`src/memStagePkg.sv`:
```
`default_nettype none

package memStagePkg;

    // number of instructions issued per cycle
    localparam int LANES = 2;

    // upper address bits dropped by kseg0/kseg1 translation
    localparam logic [31:0] KSEG_MASK = 32'hE000_0000;

    // top two bits shared by kseg0 (100) and kseg1 (101)
    localparam logic [1:0] KSEG_SEL = 2'b10;

    typedef logic [31:0] word_t;
    typedef logic [3:0] strobe_t;

    typedef enum logic [1:0] {
        MSIZE1,
        MSIZE2,
        MSIZE4
    } msize_e;

    typedef struct packed {
        logic regwrite;
        logic memtoreg;
        logic memwrite;
        logic lowrite;
        logic hiwrite;
        logic cp0write;
        msize_e msize;
    } ctl_t;

    // address error on load / store
    typedef struct packed {
        logic adelD;
        logic adesD;
    } excType_t;

    typedef enum logic {
        NONE,
        EXCEPTION
    } cp0Type_e;

    typedef struct packed {
        logic valid;
        cp0Type_e ctype;
        excType_t etype;
    } cp0Ctl_t;

    typedef struct packed {
        logic valid;
        word_t pc;
        logic [4:0] rdst;
        ctl_t ctl;
        // virtual address for loads and stores
        word_t aluOut;
        word_t srcb;
        cp0Ctl_t cp0Ctl;
        logic isSlot;
    } execData_t;

    typedef struct packed {
        logic valid;
        word_t addr;
        msize_e size;
        word_t data;
        strobe_t strobe;
    } dbusReq_t;

endpackage

`default_nettype wire

```
`src/memLaneIf.sv`:
```
`timescale 1ns/1ps
`default_nettype none

interface memLaneIf;
    import memStagePkg::*;

    // instruction held in the stage register
    execData_t data;

    // instruction after exception marking, before cross-lane squash
    execData_t result;

    // candidate data-bus request
    dbusReq_t req;

    // lane carries an exception, incoming or from misalignment
    logic fault;

    modport feed (
        output data
    );

    modport lane (
        input  data,
        output result,
        output req,
        output fault
    );

    modport drain (
        input result,
        input req,
        input fault
    );

endinterface

`default_nettype wire

```
`src/exceptionArbiter.sv`:
```
`timescale 1ns/1ps
`default_nettype none

module exceptionArbiter (
    memLaneIf.drain lanes [memStagePkg::LANES],
    output memStagePkg::execData_t memOut [memStagePkg::LANES],
    output memStagePkg::dbusReq_t dreq [memStagePkg::LANES]
);
    import memStagePkg::*;

    // higher index is older; set when any older lane faults
    logic [LANES-1:0] squash;

    for (genvar g = 0; g < LANES; g++) begin : gLane
        if (g == LANES - 1) begin : gOldest
            // nothing ahead of the oldest lane
            assign squash[g] = 1'b0;
        end else begin : gYounger
            assign squash[g] = squash[g + 1] | lanes[g + 1].fault;
        end

        always_comb begin
            memOut[g] = lanes[g].result;
            dreq[g] = lanes[g].req;
            if (squash[g]) begin
                // kill every architectural side effect
                memOut[g].ctl.regwrite = 1'b0;
                memOut[g].ctl.memtoreg = 1'b0;
                memOut[g].ctl.memwrite = 1'b0;
                memOut[g].ctl.lowrite = 1'b0;
                memOut[g].ctl.hiwrite = 1'b0;
                memOut[g].ctl.cp0write = 1'b0;
                memOut[g].cp0Ctl.valid = 1'b0;
                dreq[g].valid = 1'b0;
            end
        end
    end

endmodule

`default_nettype wire

```
`src/issueLatch.sv`:
```
`timescale 1ns/1ps
`default_nettype none

module issueLatch (
    input  logic clk,
    input  logic rstN,
    input  logic stall,
    input  logic flush,
    input  memStagePkg::execData_t in [memStagePkg::LANES],
    memLaneIf.feed lanes [memStagePkg::LANES]
);
    import memStagePkg::*;

    for (genvar g = 0; g < LANES; g++) begin : gLane
        execData_t capture;

        // a bubble enters with no control flags set
        always_comb begin
            capture = in[g];
            if (!in[g].valid) begin
                capture.ctl = '0;
            end
        end

        // flush wins over stall
        always_ff @(posedge clk or negedge rstN) begin
            if (!rstN) begin
                lanes[g].data <= '0;
            end else if (flush) begin
                lanes[g].data.valid <= 1'b0;
                lanes[g].data.cp0Ctl <= '0;
            end else if (!stall) begin
                lanes[g].data <= capture;
            end
        end
    end

endmodule

`default_nettype wire

```
`src/memLane.sv`:
```
`timescale 1ns/1ps
`default_nettype none

module memLane (
    memLaneIf.lane io
);
    import memStagePkg::*;

    word_t paddr;
    word_t storeData;
    strobe_t storeStrobe;
    logic sizeMisalign;
    logic isLoad;
    logic isStore;
    logic storeFault;
    logic loadFault;
    cp0Ctl_t cp0Out;

    // kseg0/kseg1 are unmapped, just drop the top three bits
    assign paddr = (io.data.aluOut[31:30] == KSEG_SEL)
                   ? (io.data.aluOut & ~KSEG_MASK)
                   : io.data.aluOut;

    // same size rule serves loads and stores
    storeAlign uAlign (
        .addrLow (io.data.aluOut[1:0]),
        .rawData (io.data.srcb),
        .size    (io.data.ctl.msize),
        .data    (storeData),
        .strobe  (storeStrobe),
        .misalign(sizeMisalign)
    );

    assign isLoad = io.data.valid && io.data.ctl.memtoreg;
    assign isStore = io.data.valid && io.data.ctl.memwrite;
    assign storeFault = isStore && sizeMisalign;
    assign loadFault = isLoad && sizeMisalign;

    // an exception from an earlier stage takes precedence
    always_comb begin
        cp0Out = io.data.cp0Ctl;
        if (!io.data.cp0Ctl.valid) begin
            if (storeFault) begin
                cp0Out.valid = 1'b1;
                cp0Out.ctype = EXCEPTION;
                cp0Out.etype.adesD = 1'b1;
            end else if (loadFault) begin
                cp0Out.valid = 1'b1;
                cp0Out.ctype = EXCEPTION;
                cp0Out.etype.adelD = 1'b1;
            end
        end
    end

    // aluOut stays virtual for the exception handler
    always_comb begin
        io.result = io.data;
        io.result.cp0Ctl = cp0Out;
    end

    assign io.fault = cp0Out.valid;

    always_comb begin
        io.req = '0;
        if (isLoad || isStore) begin
            io.req.valid = !cp0Out.valid;
            io.req.addr = paddr;
            io.req.size = io.data.ctl.msize;
            if (isStore) begin
                io.req.data = storeData;
                io.req.strobe = storeStrobe;
            end
        end
    end

endmodule

`default_nettype wire

```
`src/memStage.sv`:
```
`timescale 1ns/1ps
`default_nettype none

module memStage (
    input  logic clk,
    input  logic rstN,
    input  logic stall,
    input  logic flush,
    input  memStagePkg::execData_t execIn0,
    input  memStagePkg::execData_t execIn1,
    output memStagePkg::execData_t memOut0,
    output memStagePkg::execData_t memOut1,
    output memStagePkg::dbusReq_t dreq0,
    output memStagePkg::dbusReq_t dreq1
);
    import memStagePkg::*;

    execData_t laneIn [LANES];
    execData_t laneOut [LANES];
    dbusReq_t laneReq [LANES];

    memLaneIf laneBus [LANES] ();

    // index 1 carries the older instruction
    assign laneIn[0] = execIn0;
    assign laneIn[1] = execIn1;

    issueLatch uLatch (
        .clk  (clk),
        .rstN (rstN),
        .stall(stall),
        .flush(flush),
        .in   (laneIn),
        .lanes(laneBus)
    );

    for (genvar g = 0; g < LANES; g++) begin : gLane
        memLane uLane (
            .io(laneBus[g])
        );
    end

    exceptionArbiter uArbiter (
        .lanes (laneBus),
        .memOut(laneOut),
        .dreq  (laneReq)
    );

    assign memOut0 = laneOut[0];
    assign memOut1 = laneOut[1];
    assign dreq0 = laneReq[0];
    assign dreq1 = laneReq[1];

endmodule

`default_nettype wire

```
`src/storeAlign.sv`:
```
`timescale 1ns/1ps
`default_nettype none

module storeAlign (
    input  logic [1:0] addrLow,
    input  memStagePkg::word_t rawData,
    input  memStagePkg::msize_e size,
    output memStagePkg::word_t data,
    output memStagePkg::strobe_t strobe,
    output logic misalign
);
    import memStagePkg::*;

    always_comb begin
        data = rawData;
        strobe = '0;
        misalign = 1'b0;
        case (size)
            MSIZE1: begin
                // byte lane picked by the low address bits
                data = {4{rawData[7:0]}};
                strobe = strobe_t'(4'b0001 << addrLow);
            end
            MSIZE2: begin
                data = {2{rawData[15:0]}};
                misalign = addrLow[0];
                strobe = addrLow[1] ? 4'b1100 : 4'b0011;
            end
            MSIZE4: begin
                misalign = (addrLow != 2'b00);
                strobe = 4'b1111;
            end
            default: begin
                // unused size code writes nothing
                strobe = '0;
            end
        endcase

        // no bytes written on a misaligned access
        if (misalign) begin
            strobe = '0;
        end
    end

endmodule

`default_nettype wire
```
`config.mk`:
```
export PLATFORM = sky130hd
export DESIGN_NAME = memStage
export DESIGN_NICKNAME = d
export VERILOG_FILES = /design/src/memStagePkg.sv /design/src/memLaneIf.sv /design/src/exceptionArbiter.sv /design/src/issueLatch.sv /design/src/memLane.sv /design/src/memStage.sv /design/src/storeAlign.sv
export SDC_FILE = /design/constraint.sdc
export NUM_CORES = 1
export LEC_CHECK = 0
export ABC_AREA = 1
export ABC_CLOCK_PERIOD_IN_PS = 1600
export BUFFER_PORTS_ARGS = -buffer_cell sky130_fd_sc_hd__buf_4
export CORE_AREA = 2 2 239 241
export DETAILED_ROUTE_END_ITERATION = 16
export DIE_AREA = 0 0 241 243
export PLACE_DENSITY = 0.56
export RECOVER_POWER = 100
export SLEW_MARGIN = 20
export SYNTH_ARGS = -nofsm -noshare
export SYNTH_HDL_FRONTEND = slang
export SYNTH_SLANG_ARGS = --single-unit
```
`constraint.sdc`:
```
create_clock -name clk -period 1.6 [get_ports clk]
set_input_delay 0.16 -clock clk [delete_from_list [all_inputs] [get_ports clk]]
set_output_delay 0.16 -clock clk [all_outputs]
set_load 0.01 [all_outputs]
```
==> results of run 1 <==
[worst paths after layout]
check | from | endpoint | slack [ns] | cells past startpoint
hold / removal | flush | uLatch.lanes[1].data[102] | 0.07 | 5
setup reg to reg | uLatch.lanes[1].data[114] | uLatch.lanes[1].data[114] | 0.09 | 5
setup / recovery | uLatch.lanes[0].data[69] | dreq0[24] | -0.64 | 8
max in group asynchronous | rstN | uLatch.lanes[1].data[48] | 0.12 | 4
min in group asynchronous | rstN | uLatch.lanes[0].data[6] | 0.21 | 2
hold reg to reg | uLatch.lanes[1].data[96] | uLatch.lanes[1].data[96] | 0.47 | 2
[repair_timing]
| action | 4_1_cts | 5_1_grt |
|---|---|---|
| setup buffers | 28 | 26 |
| pin swaps | 40 | 53 |
| hold endpoints to repair | 460 | 0 |
| gates resized for setup | 344 | 284 |
| endpoints found under the setup margin | 157 | 157 |
| gates cloned | 10 | 3 |
| hold buffers | 249 | 0 |
[per-layer routing]
layer  part of all wire [%]  global-route usage (%)  vias to the layer above  wire length (um)
li1                       -                       -                     5967                 -
met1                     39                    19.1                     6099             21000
met2                     50                    29.8                      559             26900
met3                    8.2                    4.57                      110              4430
met4                    3.3                    6.03                        6              1800
met5                  0.079                       0                        -                43
[power by group through the flow]
stage | clock network, uW | logic (uW) | registers, uW
after floorplan | 0 | 2730 | 6960
after global placement | 0 | 4520 | 7130
after detailed placement | 0 | 4560 | 7150
after CTS | 6470 | 5870 | 7080
after global routing | 6740 | 6290 | 7160
final | 6310 | 5860 | 7090
[tightest hold or removal path, delay by kind of cell]
| kind | cells | cell delay, ns |
|---|---|---|
| buffers and inverters | 2 | 0.28 |
| and+or+nand+nor | 3 | 0.15 |
[placed cells by master (no fill, tap or decap), drive strengths merged, types with 4 or more instances in the layout]
master       synthesis  layout
buf                273     519
nand2              449     449
clkbuf              16     278
dlygate4sd3          0     249
dfrtp              230     230
o21ai              178     178
inv                162     159
nor2               109     109
a21oi               56      56
nand3               24      24
a211oi              10      10
clkinv               0      10
ha                   8       8
clkinvlp             0       4
[per-stage QoR]
step | setup TNS [ns] | cells | util (%)
2_1_floorplan | -0.141 | 1519 | -
3_3_place_gp | -8.24 | 2698 | 29.4
3_5_place_dp | -9.67 | 2698 | 29.4
4_1_cts | -75.25 | 3029 | 38.4
5_1_grt | -93.47 | 3045 | 39.0
6_report | -70.89 | 3046 | 39.0
[cells by family after synthesis]
group,synth area share (%)
flip-flops,47.4
buffers and inverters,22.9
AND/OR/NAND/NOR,18.5
adder cells (fa/ha/maj),0.825
AO/OA/AOI/OAI,10.3
[final cells by class]
cell class                      instances  area (um^2)
Sequential cell                       230         5760
Clock inverter                         11          119
Multi-Input combinational cell        838         5210
Tap cell                              756          946
Fill cell                            5589        34100
Timing Repair inverter                  2         23.8
Inverter                              162          646
Timing Repair Buffer                 1007         8340
Antenna cell                            1         2.50
Clock buffer                           39          781
==> results.py, run 1 <==
metrics = {
    "place": {
        "dp_hpwl_um": 37500,
        "place_ws_ns": -0.303,
        "routabilityCongestion": 0.832,
        "io_buffers": 605,
        "placed_area_mm2": 0.0165,
    },
    "worst_setup_path": {
        "path_buf_inv": 4,
        "cp_common_cell": "buf_12",
        "crit_type": "flop to primary output",
        "required_ns": 1.44,
        "crit_chain": "buf_6 > ha_4 > nor2_4 > buf_12 > buf_12 > a21oi_2 > a211oi_2 > buf_4",
        "endpoint_kind": "primary output",
        "crit_fanout": 7,
        "max_stage_delay_ns": 0.40,
        "path_delay_family": "buffers and inverters",
        "critPathArrivalTime_ns": 2.08,
        "start_kind": "flop",
        "slowest_stage": "dfrtp_1",
    },
    "power": {
        "comb_power_share_pct": 30.4,
        "peakVddDrop_uv": 634,
        "p_int_uw": 12800,
        "clock_power_share_pct": 32.8,
        "sw_frac_of_total_pct": 33.6,
        "seqPwrFrac_pct": 36.8,
        "p_leak_uw": 0.0101,
        "powerDensity_mw_per_mm2": 883,
        "finalPower_uw": 19300,
        "netSwitchingPower_uw": 6460,
    },
    "grt": {
        "grt_overflow_total": 0,
        "grt_start_max_net_pins": 76,
        "grt_pass1_wl_um": 76200,
        "grt_usage_pct": 16.8,
        "grt_pass1_vias": 13200,
        "antenna_found_initial": 4,
    },
    "logic_synthesis": {
        "synth_most_common_cell": "nand2_1",
        "async_flop_share_pct": 100,
        "yosysTopAreaCellShare_pct": 47.4,
        "synth_ff_type": "dfrtp_1",
        "ys_top_cells_by_area": "dfrtp_1 47%, nand2_1 14%, buf_4 14%",
        "synth_nets": 1761,
        "yosys_warnings": 0,
        "synth_top_cells_by_count": "447 x nand2_1, 230 x dfrtp_1, 223 x buf_4, 177 x o21ai_0, 159 x inv_1",
        "netlist_instances": 1519,
        "avgSynthCellArea_um2": 7.99,
        "yosysSeqAreaShare_pct": 47.4,
        "synth-edff-count": 0,
        "synth_top_area_cell": "dfrtp_1",
        "synth_cell_types": 22,
        "syn-cell-area_mm2": 0.0121,
        "ys_ff_latch": 230,
    },
    "timing": {
        "max-slew-margin-rel_pct": 18.2,
        "fmax_mhz": 446,
        "slew_violations": 0,
        "tightest_slew_ns": 1.23,
        "final_hold_viol_count": 0,
        "fin_crit_ns": 2.24,
        "fin_crit_sh_pct": 140,
        "holdWs_ns": 0.0747,
        "rsz0062_at_grt": "true",
        "fin_ws_ns": -0.645,
        "clock_skew_ns": 0,
        "finalSetupViolCount": 197,
    },
    "cts": {
        "cts_sinks": 230,
        "clk_pin_slew_ns": 0.06,
        "cts.path.max_buffers": 3,
        "htreeDepth": 1,
        "cts_tree": "yes",
        "cts_root_buf": "clkbuf_16",
        "cts_buffers": 27,
        "worstSkewPairLatency_ns": 0.56,
    },
    "outcome": {
        "run_status": "complete, but fails checks",
        "violations": "setup timing",
    },
    "routing": {
        "dr.pass1.iters": 5,
        "drtIter0Drc": 443,
        "drc": 0,
        "viasPerCell": 4.18,
        "wire_per_inst_um": 17.8,
        "drt_wl_total_um": 54100,
        "vias": 12700,
        "ant_nets": 0,
    },
    "min_path": {
        "hold_class": "input port to flop",
    },
    "final_layout": {
        "largest-register": "uLatch.lanes.data",
        "drive_above_1_share_pct": 36.3,
        "syn_to_final_growth_pct": 79.9,
        "reg_top3": "uLatch.lanes.data: 230 flops",
        "nNetsFinal": 2510,
        "postLayoutCellArea_mm2": 0.0218,
        "largest_reg_flops": 230,
    },
    "die": {
        "ios": 606,
        "core_area_mm2": 0.0560,
        "initial_core_util_pct": 21.7,
        "num_rows": 87,
        "die_w_um": 241,
        "die_h_um": 243,
        "die_area_mm2": 0.0586,
    },
    "flow_run": {
        "maxCapViolCount": 0,
    },
}
Power figures use the tool's default switching activity.
==> inputs of run 2 (changes only) <==
Settings changed: ABC_AREA 1 to unset.
==> run 2 against run 1 <==
Effect of this change: the run still ends with setup timing left; via count shrank 0.26%; fmax shrank 6.2%; power shrank 1.7%; utilization shrank 0.54 points; sequential share of layout area grew 0.37 points; final cell count shrank 0.59%; register-to-register slack gained 0.23 ns; global-route usage shrank 0.39 points; critical endpoint is now dreq1[28]; largest power group unchanged; highest routed layer unchanged.
==> results.py, run 2 <==
metrics = {
    "power": {
        "clock_power_share_pct": 33.9,
        "peakVddDrop_uv": 702,
        "comb_power_share_pct": 27.5,
        "powerDensity_mw_per_mm2": 880,
        "seqPwrFrac_pct": 38.7,
        "p_int_uw": 12900,
        "sw_frac_of_total_pct": 31.8,
        "p_leak_uw": 0.0105,
        "netSwitchingPower_uw": 6030,
    },
    "logic_synthesis": {
        "yosysSeqAreaShare_pct": 47.3,
        "synth_ff_type": "dfrtp_1",
        "synth_cell_types": 39,
        "synth_nets": 1742,
        "synth_most_common_cell": "nand2_1",
        "synth-edff-count": 0,
        "ys_ff_latch": 230,
        "synth_top_cells_by_count": "706 x nand2_1, 230 x dfrtp_1, 219 x buf_4, 62 x and2_1, 45 x a21oi_1",
        "avgSynthCellArea_um2": 8.10,
        "synth_top_area_cell": "dfrtp_1",
        "ys_top_cells_by_area": "dfrtp_1 47%, nand2_1 22%, buf_4 14%",
        "yosysTopAreaCellShare_pct": 47.3,
        "netlist_instances": 1500,
        "yosys_warnings": 0,
        "async_flop_share_pct": 100,
        "syn-cell-area_mm2": 0.0122,
    },
    "place": {
        "dp_hpwl_um": 35200,
        "dp_cells": 2682,
        "io_buffers": 605,
        "routabilityCongestion": 0.879,
        "place_ws_ns": -0.301,
    },
    "final_layout": {
        "multi_input_area_mm2": 0.00543,
        "layout_commonest_cell": "nand2_1",
        "syn_to_final_growth_pct": 77.0,
        "reg_top3": "uLatch.lanes.data: 230 flops",
        "postLayoutCoreUtil_pct": 38.5,
        "insertedDiodeCount": 0,
        "largest-register": "uLatch.lanes.data",
        "drive_above_1_share_pct": 36.5,
        "fillers": 5681,
        "largest_reg_flops": 230,
        "seq_area_mm2": 0.00576,
        "post_layout_nonfiller_instances": 3028,
        "nNetsFinal": 2497,
        "layout_common_cells": "665 x nand2_1, 383 x buf_4, 252 x dlygate4sd3_1",
    },
    "worst_setup_path": {
        "crit_end": "dreq1[28]",
        "endpoint_kind": "primary output",
        "crit_type": "flop to primary output",
        "critPathArrivalTime_ns": 2.23,
        "start_kind": "flop",
        "worstRegToRegCells": 3,
        "cp_common_cell": "buf_6",
        "max_stage_delay_ns": 0.41,
        "rr_startpoint": "uLatch.lanes[0].data[3]",
        "crit_fanout": 8,
        "rrSetupSlack_ns": 0.32,
        "slowest_stage": "dfrtp_1",
        "required_ns": 1.44,
        "cp.depth": 9,
        "r2r_end": "uLatch.lanes[0].data[3]",
        "crit_chain": "buf_6 > ha_4 > buf_6 > nor2_4 > buf_6 > buf_12 > nand2_1 > a31oi_2 > buf_4",
        "path_delay_family": "buffers and inverters",
        "crit_path_start": "uLatch.lanes[1].data[69]",
        "path_buf_inv": 5,
    },
    "cts": {
        "cts_root_buf": "clkbuf_16",
        "cts_tree": "yes",
        "cts.path.max_buffers": 3,
        "htreeDepth": 1,
        "cts_buffers": 28,
        "worstSkewPairLatency_ns": 0.54,
        "clk_pin_slew_ns": 0.06,
        "cts_sinks": 230,
    },
    "timing": {
        "rsz0062_at_grt": "true",
        "fin_crit_sh_pct": 149,
        "finalSetupViolCount": 170,
        "slew_violations": 0,
        "fin_crit_ns": 2.39,
        "fin_ws_ns": -0.792,
        "final_hold_viol_count": 0,
        "max-slew-margin-rel_pct": 19.0,
        "fmax_mhz": 418,
        "clock_skew_ns": 0,
        "tightest_slew_ns": 1.21,
        "holdWs_ns": 0.276,
    },
    "die": {
        "num_rows": 87,
        "die_w_um": 241,
        "ios": 606,
        "die_h_um": 243,
        "core_area_mm2": 0.0560,
        "initial_core_util_pct": 21.7,
        "die_area_mm2": 0.0586,
    },
    "grt": {
        "grt_pass1_vias": 13200,
        "grt_usage_pct": 16.4,
        "grt_overflow_total": 0,
        "grt_start_max_net_pins": 52,
        "antenna_found_initial": 2,
        "grt_pass1_wl_um": 75600,
    },
    "routing": {
        "ant_nets": 0,
        "vias": 12700,
        "drtIter0Drc": 570,
        "drc": 0,
        "drt_wl_total_um": 51400,
        "wire_per_inst_um": 17.0,
        "viasPerCell": 4.20,
        "dr.pass1.iters": 5,
    },
    "outcome": {
        "run_status": "complete, but fails checks",
        "violations": "setup timing",
    },
    "min_path": {
        "hold_class": "input port to async pin",
    },
    "flow_run": {
        "maxCapViolCount": 0,
    },
}
[run 2: cell types whose count changed in the layout (fill, tap and decap cells not counted), sizes merged, moves of 30 or more]
cell	delta
nand2	+257
o21ai	-165
and2	+62
inv	-149
buf	+30
nor2	-92
[run 2: worst reg2reg max path: cells and delay by family, from the launching register on]
family	cells	cell delay (ns)
muxes	1	0.16
and+or+nand+nor	1	0.04
DFF	1	0.38
buffers and inverters	1	0.58
[run 2: how the worst min path moves through the flow]
stage | start | to | depth (start not counted)
6_report | rstN | uLatch.lanes[0].data[46] | 2
2_1_floorplan | rstN | uLatch.lanes[0].data[0] | 0
5_1_grt | execIn1[19] | uLatch.lanes[1].data[19] | 4
4_1_cts | rstN | uLatch.lanes[0].data[50] | 2
3_5_place_dp | rstN | uLatch.lanes[0].data[39] | 1
3_3_place_gp | rstN | uLatch.lanes[0].data[39] | 1
[run 2: power groups by stage]
| stage | clock, uW | combinational [uW] | sequential (uW) |
|---|---|---|---|
| finish | 6420 | 5210 | 7320 |
| global route | 6830 | 5620 | 7400 |
| CTS | 6580 | 5370 | 7270 |
| detailed placement | 0 | 4270 | 7320 |
| global placement | 0 | 4220 | 7310 |
| floorplan | 0 | 2710 | 7020 |
[run 2: what timing repair did]
item	in CTS	in global routing
hold endpoints to repair	460	0
setup buffers	23	20
hold buffers	252	0
resized for setup	279	147
gates cloned	11	4
pin swaps	68	53
setup endpoints to repair	156	157
[run 2: cell families (layout without fill, tap and decap cells)]
family	Yosys count	count (layout)	synth area share (%)
simple gates	853	853	28.9
buf+inv	306	1078	17.1
flops	230	230	47.3
compound gates	93	93	4.96
mux	10	10	0.823
fa+ha+maj	8	8	0.823
[run 2: layout make-up]
cell class              count  share of cell area [%]
repair buffers           1020                    39.1
flip-flops and latches    230                    26.8
multi-input cells         964                    25.2
well taps                 756                    4.40
clock buffers              40                    3.84
clock inverters             7                   0.459
inverters                  11                   0.215
[run 2: metrics by stage]
stage | setup TNS, ns | total power, uW | cell area, um^2
floorplan | -0.699 | 9720 | 12300
global placement | -8.56 | 11500 | 16800
detailed placement | -10.89 | 11600 | 16800
CTS | -76.37 | 19200 | 21800
global route | -115.38 | 19800 | 21500
finish | -76.17 | 18900 | 21500
[run 2: metal layers]
metal | track usage, % | vias to the layer above | share of wire [%]
met5 | 0 | - | 0.052
met4 | 5.27 | 4 | 3.8
met3 | 2.84 | 128 | 6.2
met2 | 30.5 | 531 | 51
met1 | 18.8 | 6075 | 39
li1 | - | 5970 | -
==> inputs of run 3 (changes only) <==
--- a/config.mk
+++ b/config.mk
@@ -9,4 +9,5 @@
 export BUFFER_PORTS_ARGS = -buffer_cell sky130_fd_sc_hd__buf_4
 export CORE_AREA = 2 2 239 241
+export CTS_CLUSTER_SIZE = 12
 export DETAILED_ROUTE_END_ITERATION = 16
 export DIE_AREA = 0 0 241 243
==> constraint.sdc (replaced) <==
create_clock -name clk -period 1.6 [get_ports clk]
set_input_delay 0.16 -clock clk [delete_from_list [all_inputs] [get_ports clk]]
set_output_delay 0.16 -clock clk [all_outputs]
set_load 0.1 [all_outputs]
==> run 3 against run 2 <==
Effect of this change: the flow still finishes with violations (setup timing); largest cell class unchanged; critical endpoint is now dreq0[1]; critical path depth decreased by 2; power increased by 37%; sequential power about the same; flip-flop and latch count unchanged; critical path type unchanged; via count increased by 2.0%; clock skew unchanged; routed wire length increased by 7.8%; sequential share of layout area decreased by 3.2 points; hold slack got worse by 0.13 ns; final cell count about the same; first-iteration DRC count increased by 14%.
==> results.py, run 3 (synthesis gave the netlist of run 2 again) <==
metrics = {
    "power": {
        "seqPwrFrac_pct": 28.2,
        "p_leak_uw": 0.0118,
        "sw_frac_of_total_pct": 45.8,
        "clock_power_share_pct": 25.8,
        "peakVddDrop_uv": 632,
        "finalPower_uw": 25900,
        "comb_power_share_pct": 46.0,
        "p_int_uw": 14100,
        "powerDensity_mw_per_mm2": 1060,
        "netSwitchingPower_uw": 11900,
    },
    "cts": {
        "cts_buffers": 28,
        "cts.path.max_buffers": 3,
        "htreeDepth": 1,
        "cts_root_buf": "clkbuf_16",
        "worstSkewPairLatency_ns": 0.54,
        "cts_tree": "yes",
        "clk_pin_slew_ns": 0.06,
        "cts_sinks": 230,
    },
    "die": {
        "die_w_um": 241,
        "num_rows": 87,
        "core_area_mm2": 0.0560,
        "die_area_mm2": 0.0586,
        "ios": 606,
        "initial_core_util_pct": 21.7,
        "die_h_um": 243,
    },
    "timing": {
        "fin_setup_tns_ns": -86.94,
        "tightest_slew_ns": 1.49,
        "slew_violations": 0,
        "fin_crit_sh_pct": 152,
        "fin_ws_ns": -0.834,
        "holdWs_ns": 0.146,
        "finalSetupViolCount": 161,
        "max-slew-margin-rel_pct": 0.385,
        "final_hold_viol_count": 0,
        "fin_crit_ns": 2.43,
        "clock_skew_ns": 0,
        "rsz0062_at_grt": "true",
        "fmax_mhz": 411,
    },
    "worst_setup_path": {
        "crit_fanout": 7,
        "crit_type": "flop to primary output",
        "required_ns": 1.44,
        "crit_chain": "inv_2 > ha_4 > o21a_1 > o21a_4 > buf_6 > nor4_4 > buf_6",
        "endpoint_kind": "primary output",
        "cp_common_cell": "buf_6",
        "critPathArrivalTime_ns": 2.27,
        "start_kind": "flop",
        "worstRegToRegCells": 3,
        "slowest_stage": "dfrtp_1",
        "max_stage_delay_ns": 0.42,
    },
    "final_layout": {
        "reg_top3": "uLatch.lanes.data: 230 flops",
        "largest-register": "uLatch.lanes.data",
        "postLayoutCellArea_mm2": 0.0245,
        "syn_to_final_growth_pct": 101,
        "largest_reg_flops": 230,
        "layout_commonest_cell": "nand2_1",
        "drive_above_1_share_pct": 47.6,
        "seq_area_mm2": 0.00577,
        "nNetsFinal": 2490,
        "multi_input_area_mm2": 0.00604,
        "fillers": 5082,
        "layout_common_cells": "646 x nand2_1, 329 x buf_4, 255 x dlygate4sd3_1",
        "post_layout_nonfiller_instances": 3025,
    },
    "routing": {
        "wire_per_inst_um": 18.3,
        "vias": 13000,
        "ant_nets": 0,
        "dr.pass1.iters": 5,
        "drt_wl_total_um": 55400,
        "viasPerCell": 4.29,
        "drc": 0,
        "drtIter0Drc": 647,
    },
    "outcome": {
        "run_status": "complete, but fails checks",
        "violations": "setup timing",
    },
    "place": {
        "dp_hpwl_um": 37100,
        "routabilityCongestion": 0.896,
        "dp_cells": 2677,
        "placed_area_mm2": 0.0180,
        "io_buffers": 605,
    },
    "min_path": {
        "whs_path_depth": 3,
        "hold_class": "input port to flop",
    },
    "flow_run": {
        "maxCapViolCount": 0,
    },
    "grt": {
        "antenna_found_initial": 3,
        "grt_usage_pct": 18.3,
        "grt_overflow_total": 0,
        "grt_start_max_net_pins": 58,
        "grt_pass1_vias": 13900,
        "grt_pass1_wl_um": 83100,
    },
}
[run 3: cell count changes in the layout (fill, tap and decap cells not counted), moves of 9 or more]
cell / previous run / this run
a21oi_4: 8 / 41
clkbuf_1: 213 / 4
buf_4: 383 / 329
buf_8: 4 / 13
a21oi_2: 34 / 3
buf_6: 136 / 47
buf_2: 1 / 38
clkbuf_4: 3 / 139
nand2_4: 18 / 37
nand2_1: 665 / 646
buf_12: 20 / 175
[run 3: worst paths after layout]
path	startpoint	endpoint	slack (ns)
setup reg to reg	uLatch.lanes[1].data[4]	uLatch.lanes[1].data[4]	0.22
max in group asynchronous	rstN	uLatch.lanes[0].data[5]	0.07
min in group asynchronous	rstN	uLatch.lanes[0].data[89]	0.51
hold reg to reg	uLatch.lanes[1].data[76]	uLatch.lanes[1].data[76]	0.47
hold / removal	stall	uLatch.lanes[1].data[4]	0.15
setup / recovery	uLatch.lanes[0].data[69]	dreq0[1]	-0.83
[run 3: timing repair]
action                                  4_1_cts  5_1_grt
endpoints found under the setup margin      173      165
cloned                                       11        0
gates resized for setup                     663       63
buffers inserted                             38       10
endpoints found under the hold margin       460        0
hold buffers                                255        0
pin swaps                                    66       38
[run 3: per-stage QoR]
| step | setup slack, ns | util [%] |
|---|---|---|
| 2_1_floorplan | -0.805 | - |
| 3_3_place_gp | -0.330 | 32.2 |
| 3_5_place_dp | -0.362 | 32.2 |
| 4_1_cts | -0.912 | 44.0 |
| 5_1_grt | -0.915 | 43.7 |
| 6_report | -0.834 | 43.7 |
[run 3: power by group through the flow]
stage               clock (uW)  combinational, uW  sequential (uW)
floorplan                    0               8780             7060
CTS                       6910              11900             7290
global route              7110              12400             7390
finish                    6680              11900             7320
global placement             0              10400             7320
detailed placement           0              10500             7330
[run 3: per-layer routing]
metal | GRT usage (%) | part of all wire, %
met3 | 2.84 | 5.8
met4 | 9.51 | 4.8
met1 | 21.3 | 38
met5 | 0 | 0
met2 | 32.1 | 52
[run 3: worst max-delay path: cells and delay by family (launching register included)]
family | cells | cell delay [ns]
flops | 1 | 0.42
compound gates | 2 | 0.47
buf+inv | 3 | 0.50
simple gates | 1 | 0.16
fa+ha+maj | 1 | 0.17
[run 3: area by class of cell]
class                   count  share of cell area (%)
well taps                 756                    3.87
diodes                      2                  0.0205
clock inverters            12                   0.675
multi-input cells         964                    24.7
inverters                  11                   0.189
clock buffers              37                    3.29
repair buffers           1013                    43.7
flip-flops and latches    230                    23.6
